===== src/hdl/video_params.svh =====
`ifndef VIDEO_PARAMS_SVH
`define VIDEO_PARAMS_SVH

`define COORD_W          11              // Horizontal and vertical count width

// Mode switch codes
`define SW_VGA           4'b0000
`define SW_SVGA          4'b0001
`define SW_XGA           4'b0011
`define SW_HDTV720P      4'b0010
`define SW_SXGA          4'b1000
`define SW_CAMERA        4'b1001

//////////////////////////////////////////////////////////////////////
// Per-mode timing, pixels or lines per field
//////////////////////////////////////////////////////////////////////
`define HPIXELS_VGA      11'd640         // 640x480@60
`define VLINES_VGA       11'd480
`define HSYNCPW_VGA      11'd96
`define VSYNCPW_VGA      11'd2
`define HFNPRCH_VGA      11'd16
`define VFNPRCH_VGA      11'd11
`define HBKPRCH_VGA      11'd48
`define VBKPRCH_VGA      11'd31

`define HPIXELS_SVGA     11'd800         // 800x600@60
`define VLINES_SVGA      11'd600
`define HSYNCPW_SVGA     11'd128
`define VSYNCPW_SVGA     11'd4
`define HFNPRCH_SVGA     11'd40
`define VFNPRCH_SVGA     11'd1
`define HBKPRCH_SVGA     11'd88
`define VBKPRCH_SVGA     11'd23

`define HPIXELS_XGA      11'd1024        // 1024x768@60
`define VLINES_XGA       11'd768
`define HSYNCPW_XGA      11'd136
`define VSYNCPW_XGA      11'd6
`define HFNPRCH_XGA      11'd24
`define VFNPRCH_XGA      11'd3
`define HBKPRCH_XGA      11'd160
`define VBKPRCH_XGA      11'd29

`define HPIXELS_HDTV720P 11'd1280        // 1280x720@60
`define VLINES_HDTV720P  11'd720
`define HSYNCPW_HDTV720P 11'd40
`define VSYNCPW_HDTV720P 11'd5
`define HFNPRCH_HDTV720P 11'd110
`define VFNPRCH_HDTV720P 11'd5
`define HBKPRCH_HDTV720P 11'd220
`define VBKPRCH_HDTV720P 11'd20

`define HPIXELS_SXGA     11'd1280        // 1280x1024@60
`define VLINES_SXGA      11'd1024
`define HSYNCPW_SXGA     11'd112
`define VSYNCPW_SXGA     11'd3
`define HFNPRCH_SXGA     11'd48
`define VFNPRCH_SXGA     11'd1
`define HBKPRCH_SXGA     11'd248
`define VBKPRCH_SXGA     11'd38

`define HPIXELS_CAMERA   11'd1280        // Camera variant of 720p
`define VLINES_CAMERA    11'd720
`define HSYNCPW_CAMERA   11'd39
`define VSYNCPW_CAMERA   11'd4
`define HFNPRCH_CAMERA   11'd110
`define VFNPRCH_CAMERA   11'd4
`define HBKPRCH_CAMERA   11'd220
`define VBKPRCH_CAMERA   11'd22

// Aux data island
`define AUX_BURST_LEN    31              // Cycles of ade per burst
`define AUX_W            24
`define AUX_START_LSB    13              // Start field is 11 bits from here

`define UART_DIV_DEFAULT 16              // pclk cycles per UART bit

`endif


===== src/hdl/video_pkg.sv =====
`include "video_params.svh"

package video_pkg;

	typedef logic [`COORD_W-1:0] coord_t;    // Pixel or line count
	typedef logic [3:0]          mode_sw_t;  // Raw mode switch code

	// Last pixel or line of each timing region
	typedef struct packed {
		coord_t hsblnk;     // Last active pixel
		coord_t hssync;     // Last pixel before hsync
		coord_t hesync;     // Last hsync pixel
		coord_t heblnk;     // Last pixel of the line
		coord_t vsblnk;
		coord_t vssync;
		coord_t vesync;
		coord_t veblnk;
	} timing_t;

	typedef struct packed {
		logic hsync;
		logic vsync;
		logic vde;
		logic hblank_start; // One pulse at first blank pixel
	} sync_t;

endpackage


===== src/hdl/aux_pkg.sv =====
`include "video_params.svh"

package aux_pkg;

	typedef logic [`AUX_W-1:0] aux_word_t;  // Aux FIFO word

	// Data-island scheduler
	typedef enum logic [2:0] {
		FIRST,          // Wait for the first aux write
		READY,          // Wait for active video
		IDLE,           // Wait for the target position
		ADE,            // Burst running
		ADE_L           // Last burst cycle, chain or rearm
	} aux_state_t;

	typedef struct packed {
		logic [3:0] aux0;
		logic [3:0] aux1;
		logic [3:0] aux2;
	} aux_nib_t;

	typedef logic [7:0] dump_byte_t;

endpackage


===== src/hdl/mode_table.sv =====
`timescale 1ns/1ps
`include "video_params.svh"

module mode_table (
	input  logic                pclk,
	input  logic                RSTBTN,
	input  video_pkg::mode_sw_t sw,
	output video_pkg::timing_t  limits,
	output logic                polarity    // 1 means negative sync
);
	import video_pkg::*;

	mode_sw_t sw_meta;
	mode_sw_t sw_sync;
	mode_sw_t sw_q;

	// Region ends from the visible size, porches and sync width
	function automatic timing_t mode_limits(
		input coord_t hpix,
		input coord_t hfp,
		input coord_t hsw,
		input coord_t hbp,
		input coord_t vlin,
		input coord_t vfp,
		input coord_t vsw,
		input coord_t vbp
	);
		timing_t t;
		t.hsblnk = hpix - 1'b1;
		t.hssync = t.hsblnk + hfp;
		t.hesync = t.hssync + hsw;
		t.heblnk = t.hesync + hbp;
		t.vsblnk = vlin - 1'b1;
		t.vssync = t.vsblnk + vfp;
		t.vesync = t.vssync + vsw;
		t.veblnk = t.vesync + vbp;
		return t;
	endfunction

	//////////////////////////////////////////////////////////////////////
	// Switch synchronizer and hold register
	//////////////////////////////////////////////////////////////////////
	always_ff @(posedge pclk) begin
		if (RSTBTN) begin
			sw_meta <= `SW_HDTV720P;
			sw_sync <= `SW_HDTV720P;
			sw_q    <= `SW_HDTV720P;
		end else begin
			sw_meta <= sw;
			sw_sync <= sw_meta;
			sw_q    <= sw_sync;          // Third stage feeds the decode
		end
	end

	always_comb begin
		polarity = 1'b0;
		case (sw_q)
			`SW_VGA: begin
				polarity = 1'b1;
				limits = mode_limits(`HPIXELS_VGA, `HFNPRCH_VGA, `HSYNCPW_VGA, `HBKPRCH_VGA,
					`VLINES_VGA, `VFNPRCH_VGA, `VSYNCPW_VGA, `VBKPRCH_VGA);
			end
			`SW_SVGA: limits = mode_limits(`HPIXELS_SVGA, `HFNPRCH_SVGA, `HSYNCPW_SVGA,
				`HBKPRCH_SVGA, `VLINES_SVGA, `VFNPRCH_SVGA, `VSYNCPW_SVGA, `VBKPRCH_SVGA);
			`SW_XGA: begin
				polarity = 1'b1;
				limits = mode_limits(`HPIXELS_XGA, `HFNPRCH_XGA, `HSYNCPW_XGA, `HBKPRCH_XGA,
					`VLINES_XGA, `VFNPRCH_XGA, `VSYNCPW_XGA, `VBKPRCH_XGA);
			end
			`SW_SXGA: limits = mode_limits(`HPIXELS_SXGA, `HFNPRCH_SXGA, `HSYNCPW_SXGA,
				`HBKPRCH_SXGA, `VLINES_SXGA, `VFNPRCH_SXGA, `VSYNCPW_SXGA, `VBKPRCH_SXGA);
			`SW_CAMERA: limits = mode_limits(`HPIXELS_CAMERA, `HFNPRCH_CAMERA,
				`HSYNCPW_CAMERA, `HBKPRCH_CAMERA, `VLINES_CAMERA, `VFNPRCH_CAMERA,
				`VSYNCPW_CAMERA, `VBKPRCH_CAMERA);
			default: limits = mode_limits(`HPIXELS_HDTV720P, `HFNPRCH_HDTV720P,
				`HSYNCPW_HDTV720P, `HBKPRCH_HDTV720P, `VLINES_HDTV720P, `VFNPRCH_HDTV720P,
				`VSYNCPW_HDTV720P, `VBKPRCH_HDTV720P);   // 720p and unknown codes
		endcase
	end

	// Back porch must leave room after hsync for the line to close
	a_heblnk_after_sync: assert property (@(posedge pclk) disable iff (RSTBTN)
		limits.heblnk > limits.hesync);

endmodule


===== src/hdl/video_timing.sv =====
`timescale 1ns/1ps

module video_timing (
	input  logic               pclk,
	input  logic               RSTBTN,
	input  video_pkg::timing_t limits,
	input  logic               polarity,
	output video_pkg::coord_t  hcount,
	output video_pkg::coord_t  vcount,
	output video_pkg::sync_t   sync
);
	import video_pkg::*;

	logic  h_wrap;
	logic  v_wrap;
	logic  hblnk;
	logic  vblnk;
	logic  hsync_int;
	logic  vsync_int;
	logic  hbl_start;
	sync_t sync_d1;

	// Compare with >= so a shorter mode wraps at once
	assign h_wrap = hcount >= limits.heblnk;
	assign v_wrap = vcount >= limits.veblnk;

	//////////////////////////////////////////////////////////////////////
	// Pixel and line counters
	//////////////////////////////////////////////////////////////////////
	always_ff @(posedge pclk) begin
		if (RSTBTN) begin
			hcount <= '0;
			vcount <= '0;
		end else if (h_wrap) begin
			hcount <= '0;
			vcount <= v_wrap ? '0 : vcount + 1'b1;
		end else begin
			hcount <= hcount + 1'b1;
		end
	end

	assign hblnk     = hcount > limits.hsblnk;
	assign vblnk     = vcount > limits.vsblnk;
	assign hsync_int = (hcount > limits.hssync) && (hcount <= limits.hesync);
	assign vsync_int = (vcount > limits.vssync) && (vcount <= limits.vesync);
	assign hbl_start = hcount == limits.hsblnk + 1'b1;    // First blank pixel

	// Two-stage output alignment, polarity in the first stage
	always_ff @(posedge pclk) begin
		if (RSTBTN) begin
			sync_d1 <= '{hsync: polarity, vsync: polarity, vde: 1'b0, hblank_start: 1'b0};
			sync    <= '{hsync: polarity, vsync: polarity, vde: 1'b0, hblank_start: 1'b0};
		end else begin
			sync_d1.hsync        <= hsync_int ^ polarity;
			sync_d1.vsync        <= vsync_int ^ polarity;
			sync_d1.vde          <= !hblnk && !vblnk;
			sync_d1.hblank_start <= hbl_start;
			sync                 <= sync_d1;
		end
	end

	// Only a mode change can leave hcount past the new line end
	a_hcount_in_line: assert property (@(posedge pclk) disable iff (RSTBTN)
		$stable(limits) |-> hcount <= limits.heblnk);

endmodule


===== src/hdl/aux_scheduler.sv =====
`timescale 1ns/1ps
`include "video_params.svh"

module aux_scheduler (
	input  logic               pclk,
	input  logic               RSTBTN,
	input  video_pkg::coord_t  hcount,
	input  video_pkg::coord_t  vcount,
	input  logic               vde,
	input  logic               hsync,
	input  logic               vsync,
	input  logic               aux_wr,
	input  aux_pkg::aux_word_t aux_in,
	input  aux_pkg::aux_word_t aux_head,
	output logic               ade,         // Also the aux FIFO read enable
	output logic               burst_end,
	output aux_pkg::aux_nib_t  aux
);
	import video_pkg::*;
	import aux_pkg::*;

	localparam int CNT_W = $clog2(`AUX_BURST_LEN);

	aux_state_t       state;
	logic [CNT_W-1:0] acnt;
	coord_t           target;                // Next burst start position
	coord_t           head_start;
	coord_t           in_start;

	assign head_start = aux_head[`AUX_START_LSB +: `COORD_W];
	assign in_start   = aux_in[`AUX_START_LSB +: `COORD_W];
	assign burst_end  = state == ADE_L;

	assign aux.aux0 = {1'b1, aux_head[0], vsync, hsync};
	assign aux.aux1 = aux_head[4:1];
	assign aux.aux2 = aux_head[8:5];

	//////////////////////////////////////////////////////////////////////
	// Data-island FSM
	//////////////////////////////////////////////////////////////////////
	always_ff @(posedge pclk) begin
		if (RSTBTN) begin
			state  <= FIRST;
			acnt   <= '0;
			target <= '0;
			ade    <= 1'b0;
		end else begin
			case (state)
				FIRST: begin
					ade <= 1'b0;
					if (aux_wr) begin
						target <= in_start;     // First word sets the position
						state  <= READY;
					end
				end
				READY: if (vde) state <= IDLE;
				IDLE: begin
					ade <= 1'b0;
					if (hcount == target) begin
						acnt  <= '0;
						state <= ADE;
					end
				end
				ADE: begin
					acnt <= acnt + 1'b1;
					ade  <= 1'b1;
					if (acnt == CNT_W'(`AUX_BURST_LEN - 1))
						state <= ADE_L;
				end
				ADE_L: begin
					if (hcount == head_start) begin
						acnt  <= '0;            // Chain, ade stays high
						state <= ADE;
					end else begin
						ade    <= 1'b0;
						target <= head_start;
						state  <= IDLE;
					end
				end
				default: state <= FIRST;
			endcase
		end
	end

	a_burst_len: assert property (@(posedge pclk) disable iff (RSTBTN)
		$rose(ade) |-> ##(`AUX_BURST_LEN + 1) (!ade || state == ADE));

endmodule


===== src/hdl/aux_dump.sv =====
`timescale 1ns/1ps

module aux_dump (
	input  logic                pclk,
	input  logic                RSTBTN,
	input  logic                burst_end,
	input  video_pkg::coord_t   hcount,
	input  video_pkg::coord_t   vcount,
	input  video_pkg::coord_t   start,
	input  logic                busy,
	output aux_pkg::dump_byte_t tx_byte,
	output logic                send
);
	import aux_pkg::*;

	logic [39:0] mem;          // vcount, hcount, 7 zeros, start
	logic [3:0]  cnt;          // Character index 0..11
	logic        sending;
	logic        capture;
	logic        issue;

	function automatic dump_byte_t hex_char(input logic [3:0] nib);
		if (nib < 4'd10)
			hex_char = 8'h30 + 8'(nib);
		else
			hex_char = 8'h37 + 8'(nib);    // Upper-case A..F
	endfunction

	assign capture = burst_end && !sending;        // Dropped while a line is out
	assign issue   = sending && !busy && !send;    // busy lags send by one cycle

	always_ff @(posedge pclk) begin
		if (RSTBTN) begin
			sending <= 1'b0;
			cnt     <= '0;
			send    <= 1'b0;
		end else begin
			send <= issue;
			if (capture) begin
				sending <= 1'b1;
				cnt     <= '0;
			end else if (issue) begin
				if (cnt == 4'd11) begin
					sending <= 1'b0;
					cnt     <= '0;
				end else begin
					cnt <= cnt + 1'b1;
				end
			end
		end
	end

	//////////////////////////////////////////////////////////////////////
	// Text payload
	//////////////////////////////////////////////////////////////////////
	always_ff @(posedge pclk) begin
		if (capture) begin
			mem <= {vcount, hcount, 7'd0, start};
		end else if (issue) begin
			case (cnt)
				4'd10: tx_byte <= 8'h0d;   // CR
				4'd11: tx_byte <= 8'h0a;   // LF
				default: begin
					tx_byte <= hex_char(mem[39:36]);
					mem     <= {mem[35:0], 4'd0};
				end
			endcase
		end
	end

endmodule


===== src/hdl/uart_tx.sv =====
`timescale 1ns/1ps
`include "video_params.svh"

module uart_tx #(
	parameter int DIV = `UART_DIV_DEFAULT
) (
	input  logic                pclk,
	input  logic                RSTBTN,
	input  aux_pkg::dump_byte_t tx_byte,
	input  logic                send,
	output logic                busy,
	output logic                uart_tx
);
	localparam int DIV_W = $clog2(DIV + 1);

	logic [DIV_W-1:0] div_cnt;
	logic [3:0]       bit_cnt;
	logic [9:0]       shreg;        // Stop, data, start

	assign uart_tx = shreg[0];

	always_ff @(posedge pclk) begin
		if (RSTBTN) begin
			busy    <= 1'b0;
			div_cnt <= '0;
			bit_cnt <= '0;
			shreg   <= '1;           // Line idles high
		end else if (!busy) begin
			if (send) begin
				shreg   <= {1'b1, tx_byte, 1'b0};
				busy    <= 1'b1;
				div_cnt <= '0;
				bit_cnt <= '0;
			end
		end else if (div_cnt == DIV_W'(DIV - 1)) begin
			div_cnt <= '0;
			shreg   <= {1'b1, shreg[9:1]};   // LSB first
			if (bit_cnt == 4'd9)
				busy <= 1'b0;                // End of stop bit
			else
				bit_cnt <= bit_cnt + 1'b1;
		end else begin
			div_cnt <= div_cnt + 1'b1;
		end
	end

endmodule


===== src/hdl/video_aux_top.sv =====
`timescale 1ns/1ps
`include "video_params.svh"

module video_aux_top #(
	parameter int UART_DIV = `UART_DIV_DEFAULT
) (
	input  logic               pclk,
	input  logic               RSTBTN,
	input  video_pkg::mode_sw_t sw,
	input  logic               aux_wr,
	input  aux_pkg::aux_word_t aux_in,
	input  aux_pkg::aux_word_t aux_head,     // Head of the aux FIFO
	output video_pkg::sync_t   sync_out,
	output logic               ade,
	output aux_pkg::aux_nib_t  aux,
	output logic               uart_tx
);
	import video_pkg::*;
	import aux_pkg::*;

	timing_t    limits;
	logic       polarity;
	coord_t     hcount;
	coord_t     vcount;
	sync_t      sync;
	logic       burst_end;
	dump_byte_t tx_byte;
	logic       send;
	logic       busy;

	//////////////////////////////////////////////////////////////////////
	// Display timing
	//////////////////////////////////////////////////////////////////////
	mode_table i_mode_table (.pclk(pclk), .RSTBTN(RSTBTN), .sw(sw), .limits(limits),
		.polarity(polarity));

	video_timing i_video_timing (.pclk(pclk), .RSTBTN(RSTBTN), .limits(limits),
		.polarity(polarity), .hcount(hcount), .vcount(vcount), .sync(sync));

	assign sync_out = '{hsync: sync.hsync, vsync: sync.vsync, vde: sync.vde,
		hblank_start: 1'b0};

	//////////////////////////////////////////////////////////////////////
	// Data islands and debug dump
	//////////////////////////////////////////////////////////////////////
	aux_scheduler i_aux_scheduler (.pclk(pclk), .RSTBTN(RSTBTN), .hcount(hcount),
		.vcount(vcount), .vde(sync.vde), .hsync(sync.hsync), .vsync(sync.vsync),
		.aux_wr(aux_wr), .aux_in(aux_in), .aux_head(aux_head), .ade(ade),
		.burst_end(burst_end), .aux(aux));

	aux_dump i_aux_dump (.pclk(pclk), .RSTBTN(RSTBTN), .burst_end(burst_end),
		.hcount(hcount), .vcount(vcount), .start(aux_head[`AUX_START_LSB +: `COORD_W]),
		.busy(busy), .tx_byte(tx_byte), .send(send));

	uart_tx #(.DIV(UART_DIV)) i_uart_tx (.pclk(pclk), .RSTBTN(RSTBTN), .tx_byte(tx_byte),
		.send(send), .busy(busy), .uart_tx(uart_tx));

endmodule


===== config.mk =====
export PLATFORM = sky130hd
export DESIGN_NAME = video_aux_top
export DESIGN_NICKNAME = d
export VERILOG_FILES = /design/src/hdl/video_pkg.sv /design/src/hdl/aux_pkg.sv /design/src/hdl/mode_table.sv /design/src/hdl/video_timing.sv /design/src/hdl/aux_scheduler.sv /design/src/hdl/aux_dump.sv /design/src/hdl/uart_tx.sv /design/src/hdl/video_aux_top.sv
export VERILOG_INCLUDE_DIRS = /design/src /design/src/hdl
export SDC_FILE = /design/constraint.sdc
export NUM_CORES = 1
export LEC_CHECK = 0
export BUFFER_PORTS_ARGS = -buffer_cell sky130_fd_sc_hd__buf_2
export CAP_MARGIN = 40
export CELL_PAD_IN_SITES_DETAIL_PLACEMENT = 1
export CELL_PAD_IN_SITES_GLOBAL_PLACEMENT = 1
export CORE_ASPECT_RATIO = 0.7
export CORE_MARGIN = 2
export CORE_UTILIZATION = 42
export DETAILED_ROUTE_END_ITERATION = 8
export GPL_TIMING_DRIVEN = 1
export HOLD_SLACK_MARGIN = 0.02
export PLACE_DENSITY_LB_ADDON = 0.25
export REMOVE_ABC_BUFFERS = 1
export SETUP_SLACK_MARGIN = 0.05
export SYNTH_ARGS = -nofsm -noshare
export SYNTH_HDL_FRONTEND = slang
export SYNTH_SLANG_ARGS = --single-unit

===== constraint.sdc =====
create_clock -name pclk -period 3.2 [get_ports pclk]
set_input_delay 0.48 -clock pclk [delete_from_list [all_inputs] [get_ports pclk]]
set_output_delay 0.48 -clock pclk [all_outputs]
set_load 0.01 [all_outputs]

# Word level (Yosys, flattened, before mapping)
# Cells that the tools add are included.
[totals]
ff_bits = 135
wordCells = 149
[classes]
n_addsub = 9
n_reduce_logical = 34
magnitude_cmp = 9
n_eq_ne = 25
bitwise = 4
mux = 42
[ops]
columns = ["cell", "n"]
rows = [
  ["$pmux W88 S5", 1],
  ["$mux W40", 3],
  ["$gt A11 B11 Y1", 4],
  ["$add A11 B1 Y11 const B", 3],
  ["$eq A11 B11 Y1", 3],
  ["$mux W11", 3],
  ["$mux W10", 3],
  ["$mux W4", 7],
  ["$mux W5", 5],
  ["$ge A11 B11 Y1", 2],
  ["$le A11 B11 Y1", 2],
  ["$pmux W11 S2", 1],
  ["$eq A4 B4 Y1 const B", 5],
  ["$pmux W8 S2", 1],
  ["$pmux W3 S5", 1],
  ["$pmux W5 S3", 1],
  ["$add A6 B4 Y7 const A", 2],
  ["$mux W3", 4],
  ["$ne A2 B2 Y1 const B", 6],
  ["$reduce_and A2 Y1", 6],
  ["$add A5 B1 Y5 const B", 2],
  ["$mux W1", 10],
  ["$reduce_or A2 Y1", 5],
  ["$reduce_and A3 Y1", 3],
  ["21 further kinds", 40],
]

# Longest topological paths before layout
# Gate-level depths: netlist (run 1).
[logic_depth]
word_depth = 6
mapped_depth = 16
mapped_depth_nobuf = 13

# By module
# A second synthesis (run 1) with hierarchy kept.
[hier_totals]
hier_cells = 1032
hier_area_um2 = 9431.5
[by_module_without_submodules]
columns = ["module", "instances", "area_per_inst_um2", "cells_per_inst"]
rows = [
  ["video_timing", 1, 3654.8, 467],
  ["aux_dump", 1, 2249.7, 166],
  ["aux_scheduler", 1, 1462.7, 152],
  ["mode_table", 1, 1069.8, 138],
  ["uart_tx", 1, 983.4, 107],
  ["video_aux_top", 1, 11.3, 2],
]

# Worst setup path after synthesis (run 1)
# Ideal clock, no wire load.
[synth_timing]
path_type = "reg2reg"
startpoint = "register i_mode_table.sw_q[1]"
endpoint = "register i_video_timing.vcount[7]"
setup_slack_ns = 0.183
setup_ns = 0.122
t_required_ns = 3.078
stages_incl_launch_ff = 16
n_path_buf = 2
t_arrival_ns = 2.895
path_cell_list = "dfxtp_1 -> buf_6 -> nor3_1 -> inv_1 -> nor2_1 -> inv_1 -> nand2_1 -> inv_1 -> ha_1 -> a21oi_1 -> nor2_1 -> a2111oi_1 -> o21ai_1 -> buf_2 -> nor2b_1 -> a221o_1"
[synth_between]
elab_chain_cells = 4
word_cells_on_any_way = 9
cone_classes = "order compare: 2; eq/ne: 4; mux: 2; reduce/logical: 1"
[synth_lines]
columns = ["element", "line", "text"]
rows = [
  ["start, declared", "mode_table.sv:15", "mode_sw_t sw_q;"],
  ["start signal, assigned", "mode_table.sv:47", "sw_q <= `SW_HDTV720P;"],
  ["start signal, assigned", "mode_table.sv:51", "sw_q <= sw_sync;"],
  ["$eq A4 B4 Y1 (tied with other cells)", "mode_table.sv:57", "case (sw_q)"],
  ["$pmux W88 S5 *", "mode_table.sv:57", ""],
  ["$ge A11 B11 Y1", "video_timing.sv:25", "assign v_wrap = vcount >= limits.veblnk;"],
  ["$mux W11", "video_timing.sv:36", "vcount <= v_wrap ? '0 : vcount + 1'b1;"],
  ["end signal, assigned", "video_timing.sv:36", ""],
  ["end, declared", "video_timing.sv:9", "output video_pkg::coord_t vcount,"],
]
# Mark *: on every way between the ends. The rest lies on a longest branch, timed or not.
# A chain may end at the register's enable or synchronous reset.

# Worst setup path after layout (run 1)
[layout_timing]
startpoint = "register i_mode_table.sw_q[2]"
endpoint = "register i_video_timing.vcount[8]"
# The elaborated chain is that of the path after synthesis.

==> results of run 1 <==
-- sequential cells by signal, summed over array words and instances (netlist names), 5 cells and up --
name                    flops
i_aux_dump.mem             40
i_aux_dump.tx_byte          7
i_aux_scheduler.acnt        5
i_aux_scheduler.target     11
i_uart_tx.div_cnt           5
i_uart_tx.shreg             9
i_video_timing.hcount      11
i_video_timing.vcount      11
-- cell usage after synthesis, types with 7 or more instances --
library cell	instances	area [um2]
buf_2	12	60.1
edfxtp_1	40	1200
a22o_1	29	254
nor2b_1	19	119
ha_1	63	788
dfxtp_1	92	1840
a221o_1	8	80.1
a21o_1	7	52.6
nand2b_1	11	68.8
nand2_1	72	270
and2_1	7	43.8
a21oi_1	45	225
o21ai_0	26	130
inv_1	37	139
nor2_1	82	308
or2_2	7	43.8
buf_4	17	128
clkbuf_1	20	75.1
nor3_1	12	60.1
nand3_1	16	80.1
nand4_1	17	106
xnor2_1	31	272
mux2i_1	18	180
a211oi_1	16	120
xor2_1	11	96.3
-- logic make-up after synthesis --
family,Yosys count,synth area share
other,2,0.000991
buffers and inverters,94,0.0621
DFF,132,0.402
adders and majority gates,67,0.109
muxes,18,0.0238
AOI/OAI and AO/OA,178,0.170
xor gates and xnor gates,44,0.0529
and+or+nand+nor,272,0.179
-- per-layer routing --
metal | vias up | track usage
met5 | - | 0
met4 | 0 | 0.0835
met3 | 31 | 0.0487
met2 | 116 | 0.367
met1 | 2985 | 0.308
li1 | 2947 | -
-- worst max-delay path: cells and delay by family (launching register included) --
family                   cells  cell delay (ps)
AO/OA/AOI/OAI                4             1030
adder cells (fa/ha/maj)      1              350
buffers and inverters        3              480
flip-flops                   1              380
AND/OR/NAND/NOR              4              680
-- through the flow --
stage,worst slack (ps),hold WS [ps],utilization,instance area [um2]
final,168,230,0.482,8610
after global routing,48.1,241,0.482,8610
after CTS,60.3,220,0.481,8590
after detailed placement,81.1,395,0.448,8000
after global placement,171,393,0.448,7990
after floorplan,-858,389,-,7240
-- repair_timing --
action,CTS,global route
gates resized for setup,0,5
endpoints found under the setup margin,0,23
hold endpoints to repair,0,0
-- power groups by stage --
stage               Sequential (uW)  Clock, uW  Combinational [uW]
floorplan                      1940          0                 420
global placement               1970          0                 602
detailed placement             1980          0                 655
CTS                            1940       1990                 664
global route                   1960       2070                 743
finish                         1940       1960                 668
-- path summary, 6_finish.rpt --
check / startpoint / end / depth (start not counted)
worst min-delay path: sw[1] / i_mode_table.sw_meta[1] / 2
worst max register to register: i_mode_table.sw_q[2] / i_video_timing.vcount[8] / 12
worst max-delay path: i_mode_table.sw_q[2] / i_video_timing.vcount[8] / 12
worst min register to register: i_mode_table.sw_meta[1] / i_mode_table.sw_sync[1] / 1
-- final cells by class --
type / count / area [um2] / share of cell area
Multi-Input combinational cell: 581 / 4090 / 0.474
Sequential cell: 132 / 3040 / 0.353
Timing Repair Buffer: 72 / 457 / 0.0530
Clock inverter: 13 / 118 / 0.0137
Inverter: 37 / 139 / 0.0161
Clock buffer: 19 / 475 / 0.0552
Tap cell: 236 / 295 / 0.0343
==> run metrics, run 1 <==
CP Capture Type=register; Cell variety after synth=72; Comb pwr share=0.146; most common cell after layout, fill and taps aside=dfxtp_1; endpoints failing hold=0; Netlist Area Pre-Place=7570 um2; initial DRC count=323; data arrival time of the worst path=between 3000 and 4000 ps; CTS tree=done; RSZ-0062 raised after global routing=false; Layout Cells excl Fill=about 1,100; layout cells sized above 1=0.162; CTS buffer count=17; Leakage=about 0.0034 uW; switching share of power=0.285; top layer in use=met4; reg2reg setup slack=between 150 and 200 ps; number of synthesized flops with an enable pin=40; Flop pwr share=0.425; min-delay worst type=input port to register; period utilization=0.947; Die Ht=116 um; pin count of the biggest net entering global routing=45; Fmax=330 MHz; Area growth, synth to finish=13.7%; GPL Wtd Cong=0.860; Die Area=19,100 um2; DR WL/cell=19.1 um; Worst slew margin=0.630; Final HPWL DP=15.1 mm; Setup Viol. Count Final=0; Crit-path slowest cell=dfxtp_1; Crit Path Max Fanout=6; hold_buf cts=0; Startpoint Class=register; Worst-path clk slew=approximately 60 ps; Tot Pwr=approximately 4600 uW; Clock Latency Late Sink=430 ps; yosys warns=0; clock sink count=132; Least-Margin Pin Slew=554 ps; CP Data Required Time=3510 ps; IO Port Bufs=35; register area share after synthesis=0.402; Setup TNS Final=0 ps; crit-path cells=nor3_1 > buf_4 > nand2_1 > inv_1 > nor2_1 > buf_4 > ha_1 > a21o_1 > a21oi_1 > o21ai_2 > nor2b_2 > a221o_1; minimum clock period=3030 ps; Top cell by count, worst path=buf_4; DR vias/cell=between 5 and 6; asr flop ratio synth=0; Clock H-tree levels=4; number of fill cells=2,034; row count=41; status=finished, final reports clean; pwr dens=about 530 nW/um2; max-slew violations=0; Psw=1300 uW; CORE AREA=17,900 um2; Initial Util=0.424; Post-CTS Setup Bufs=0; Met3 Wirelength=around 940 um; count of nets after finishing=959; WS Path Type=register to register; Peak VDD IR=~0.00032 V; metal2 WL=9.52 mm; CTS max path bufs=2; P_int=3270 uW; initial antenna violation count=0; # diodes=0; global-route wire length before repair=approximately 34 mm; Layout Skew=16.6 ps; drt first pass iters=4; Die X=between 150 and 200 um; GRT overflow=0; vias=about 6,100; WL met1=9.93 mm; total global-route track usage=0.229; I/O Pins=73; synthesized instance count=807; # Max-Cap Violations=0; final wirelength=20.8 mm; main flop type after synthesis=dfxtp_1; Post-DRT Antenna Nets=0; CP max stage delay=380 ps; vias in the first global route=6,387; Root Buffer=clkbuf_16; dpl cells=between 1,000 and 1,500; FF+latch count, synth=132; DRC violations left=0; power share of the clock group=0.428; syn_area_per_cell=9.39 um2; most frequent cells in the layout=92 x dfxtp_1, 81 x nor2_1, 71 x nand2_1
No activity file was read; power rests on OpenSTA's default activity.
==> run 2: changes to the inputs <==
Settings changed: CORE_ASPECT_RATIO 0.7 to 0.5.
==> run metrics, run 2 (synthesis gave the netlist of run 1 again) <==
# diodes=0; Die Area=19,200 um2; Worst-path clk slew=roughly 60 ps; # Max-Cap Violations=0; initial antenna violation count=0; area post-placement=roughly 8000 um2; most common cell after layout, fill and taps aside=dfxtp_1; Crit Path Max Fanout=8; IO Port Bufs=35; vias in the first global route=6,206; clock sink count=132; Final HPWL DP=14.1 mm; hold_buf cts=0; min-delay worst type=input port to register; Startpoint Class=register; Clock H-tree levels=4; DR WL/cell=18.3 um; final core utilization=0.494; minimum clock period=2940 ps; pwr dens=~530 nW/um2; Least-Margin Pin Slew=574 ps; design area=about 8700 um2; final wirelength=19.9 mm; I/O Pins=between 70 and 80; status=finished, final reports clean; number of fill cells=2,002; Die X=194 um; GRT overflow=0; Clock Latency Late Sink=430 ps; total global-route track usage=0.212; initial DRC count=224; Area growth, synth to finish=14.3%; GPL Wtd Cong=between 0.8 and 0.9; row count=34; pin count of the biggest net entering global routing=between 40 and 50; CORE AREA=17,500 um2; Die Ht=99.0 um; drt first pass iters=4; Root Buffer=clkbuf_16; FF+latch area=3040 um2; global-route wire length before repair=approximately 32 mm; most frequent cells in the layout=92 x dfxtp_1, 80 x nor2_1, 71 x nand2_1; Initial Util=0.432; Worst slew margin=0.617; Layout Cells excl Fill=about 1,100; dpl cells=1,057; Post-DRT Antenna Nets=0; Setup Viol. Count Final=0; DR vias/cell=5.51; vias=6,011; DRC violations left=0; layout cells sized above 1=0.168; WS Path Type=register to register; CTS buffer count=17; CP Data Required Time=roughly 3600 ps; endpoints failing hold=0; largest register by flop count=i_aux_dump.mem; count of nets after finishing=961; Fmax=between 300 and 400 MHz; Leakage=0.00342 uW; data arrival time of the worst path=3300 ps; Layout Skew=12.5 ps; max-slew violations=0; period utilization=0.917; Peak VDD IR=0.000369 V; CTS tree=done; RSZ-0062 raised after global routing=false; number of flip-flops in the largest register=40; CP Capture Type=register; CTS max path bufs=2; multi-input logic area=4120 um2; reg2reg setup slack=260 ps
## run 2: changes by cell type in the layout (fill, tap and decap cells not counted), sizes merged
cell,delta
buf,+2
bufinv,+1
clkbuf,-1
clkinvlp,+3
inv,-3
## run 2: through the flow
step | TNS [ps] | worst slack [ps] | hold slack [ps] | power, uW
after detailed placement | 0 | 47.8 | 418 | 2610
after global placement | 0 | 219 | 404 | 2570
after CTS | 0 | 101 | 225 | 4600
after global routing | 0 | 18.6 | 248 | 4780
final | 0 | 264 | 250 | 4570
after floorplan | -28310 | -858 | 389 | 2360
## run 2: path summary, 6_finish.rpt
kind	startpoint	to	cells after the start
max reg2reg	i_mode_table.sw_q[3]	i_video_timing.sync_d1[1]	12
min reg2reg	i_mode_table.sw_meta[1]	i_mode_table.sw_sync[1]	1
max	i_mode_table.sw_q[3]	i_video_timing.sync_d1[1]	12
min	sw[1]	i_mode_table.sw_meta[1]	2
## run 2: layout make-up
| class | count | area share |
|---|---|---|
| repair buffers | 74 | 0.0545 |
| clock inverters | 14 | 0.0178 |
| multi-input cells | 581 | 0.476 |
| well taps | 234 | 0.0338 |
| flip-flops and latches | 132 | 0.351 |
| inverters | 37 | 0.0160 |
| clock buffers | 18 | 0.0507 |
## run 2: worst max-delay path: stages, from the launching register on
cell	delay [ps]
dfxtp_1	510
nor2_1	90
nand2_1	110
buf_4	140
nor2_1	40
buf_4	160
ha_1	310
a41oi_1	210
nor2_1	70
a2111oi_0	380
o31ai_1	140
a221oi_1	490
o21a_1	220
## run 2: repair_timing
action	CTS	global route
setup buffers	1	0
pin swaps	0	1
resized for setup	1	10
endpoints found under the setup margin	7	24
## run 2: where the power goes
group | switching, uW | internal (uW)
clock | 793 | 1180
combinational | 364 | 289
sequential | 145 | 1800
total | 1300 | 3270
## run 2: metal layers
| layer | routed length (um) | GRT usage | share of wire |
|---|---|---|---|
| met2 | 9510 | 0.367 | 0.48 |
| met4 | 211 | 0.0530 | 0.011 |
| met5 | 0 | 0 | 0 |
| met1 | 9500 | 0.271 | 0.48 |
| met3 | 690 | 0.0465 | 0.035 |
==> run 3: changes to the inputs <==
Settings changed: CORE_UTILIZATION 42 to 43, CTS_BUF_LIST from default to sky130_fd_sc_hd__clkbuf_8, TNS_END_PERCENT from default to 10.
==> run metrics, run 3 (synthesis gave the netlist of run 1 again) <==
most frequent cells in the layout=90 x dfxtp_1, 81 x nor2_1, 72 x nand2_1; Top delay family on crit path=simple AND/OR/NAND/NOR gates; largest register by flop count=i_aux_dump.mem; Crit-path slowest cell=or4b_1; layout cells sized above 1=0.158; CP max stage delay=roughly 450 ps; Die X=~190 um; vias in the first global route=~6,300; most common cell after layout, fill and taps aside=dfxtp_1; Startpoint Class=register; Die Ht=97.9 um; endpoints failing hold=0; dpl ws=about 64 ps; reg2reg setup slack=220 ps; r2r startpoint=i_mode_table.sw_q[0]; period utilization=0.931; count of nets after finishing=approximately 960; Setup Viol. Count Final=0; Post-DRT Antenna Nets=0; hold_buf cts=0; CTS tree=done; crit-path cells=nor3_2 > inv_1 > nor2_1 > inv_1 > nand2_1 > inv_1 > ha_1 > nand4_1 > or2_2 > o21ai_1 > buf_4 > or4b_1 > o221ai_1; R2R cell count=13; worst r2r dst=i_video_timing.vcount[9]; drt first pass iters=4; Worst slew margin=0.615; Leakage=0.00333 uW; DR WL/cell=17.8 um; RSZ-0062 raised after global routing=false; initial antenna violation count=0; data arrival time of the worst path=3350 ps; crit path launch=i_mode_table.sw_q[0]; Crit Path Max Fanout=8; Fmax=336 MHz; # Max-Cap Violations=0; CORE AREA=17,300 um2; WS Path Type=register to register; CP Depth=13; Post-CTS Setup Bufs=0; Final WS setup=221 ps; Layout Skew=14.1 ps; CTS max path bufs=2; GPL Wtd Cong=0.831; Clock Latency Late Sink=450 ps; Worst Path Buf+Inv=4; Peak VDD IR=0.000303 V; Top cell by count, worst path=inv_1; Final HPWL DP=between 10 and 15 mm; DRC violations left=0; Least-Margin Pin Slew=577 ps; number of flip-flops in the largest register=40; CTS buffer count=17; pin count of the biggest net entering global routing=45; area post-placement=7980 um2; min-delay worst type=input port to register; Area growth, synth to finish=11.7%; CP Capture Type=register; clock sink count=132; status=finished, final reports clean; IO Port Bufs=35; row count=34; final wirelength=19.4 mm; vias=roughly 6,000; Die Area=18,800 um2; max-slew violations=0; hold slack final=207 ps; CP Data Required Time=3570 ps; Initial Util=0.437; pwr dens=500 nW/um2; minimum clock period=2980 ps; I/O Pins=73; Clock H-tree levels=4; crit path capture=i_video_timing.vcount[9]; # diodes=0; DR vias/cell=around 5.5; Root Buffer=clkbuf_8; global-route wire length before repair=between 30 and 40 mm; initial DRC count=between 150 and 200; Worst-path clk slew=80 ps; total global-route track usage=0.218; GRT overflow=0; design area=8460 um2
## run 3: changes by cell type in the layout (fill, tap and decap cells not counted), sizes merged
cell      previous run  this run
buf                 74        70
inv                 40        37
bufinv               2         5
clkinv               6         7
clkinvlp             3         2
## run 3: timing repair
item                       in CTS  in global routing
resized for setup               1                  5
setup endpoints to repair       3                 20
pin swaps                       0                  0
cloned                          0                  0
## run 3: worst reg2reg max path, delay by kind of cell (launching register included)
family | cells | cell delay, ps
simple gates | 6 | 1380
buf+inv | 4 | 540
compound gates | 2 | 350
flops | 1 | 340
fa+ha+maj | 1 | 290
## run 3: metrics by stage
step / util / power [uW] / setup TNS (ps) / instances
2_1_floorplan: - / 2360 / -28310 / 750
3_3_place_gp: 0.460 / 2570 / 0 / 1053
3_5_place_dp: 0.461 / 2620 / 0 / 1054
4_1_cts: 0.488 / 4270 / 0 / 1086
5_1_grt: 0.489 / 4430 / 0 / 1086
6_report: 0.489 / 4230 / 0 / 1086
## run 3: metal layers
layer	wire [um]	part of all wire	vias to the layer above	track usage
met2	9300	0.48	95	0.363
met1	9240	0.48	2943	0.284
li1	-	-	2943	-
met3	630	0.033	19	0.0518
met4	180	0.0093	0	0.0556
met5	0	0	-	0
## run 3: final cells by class
| class | count | area, um2 |
|---|---|---|
| Clock buffer | 18 | 248 |
| Clock inverter | 14 | 209 |
| Fill cell | 1990 | 8850 |
| Inverter | 37 | 139 |
| Multi-Input combinational cell | 581 | 4080 |
| Sequential cell | 132 | 3050 |
| Tap cell | 234 | 293 |
| Timing Repair Buffer | 70 | 442 |
## run 3: power breakdown
part,switching [uW],total [uW],internal (uW)
Sequential,146,1950,1800
Combinational,351,637,286
Clock,704,1650,943
## run 3: worst min-delay path by stage
stage | startpoint | to | slack (ps) | depth (start not counted)
3_5_place_dp | i_mode_table.sw_sync[1] | i_mode_table.sw_q[1] | 410 | 1
4_1_cts | sw[1] | i_mode_table.sw_meta[1] | 180 | 2
6_report | sw[1] | i_mode_table.sw_meta[1] | 210 | 2
3_3_place_gp | i_mode_table.sw_sync[1] | i_mode_table.sw_q[1] | 390 | 1
5_1_grt | sw[1] | i_mode_table.sw_meta[1] | 190 | 2
2_1_floorplan | i_mode_table.sw_sync[1] | i_mode_table.sw_q[1] | 390 | 1
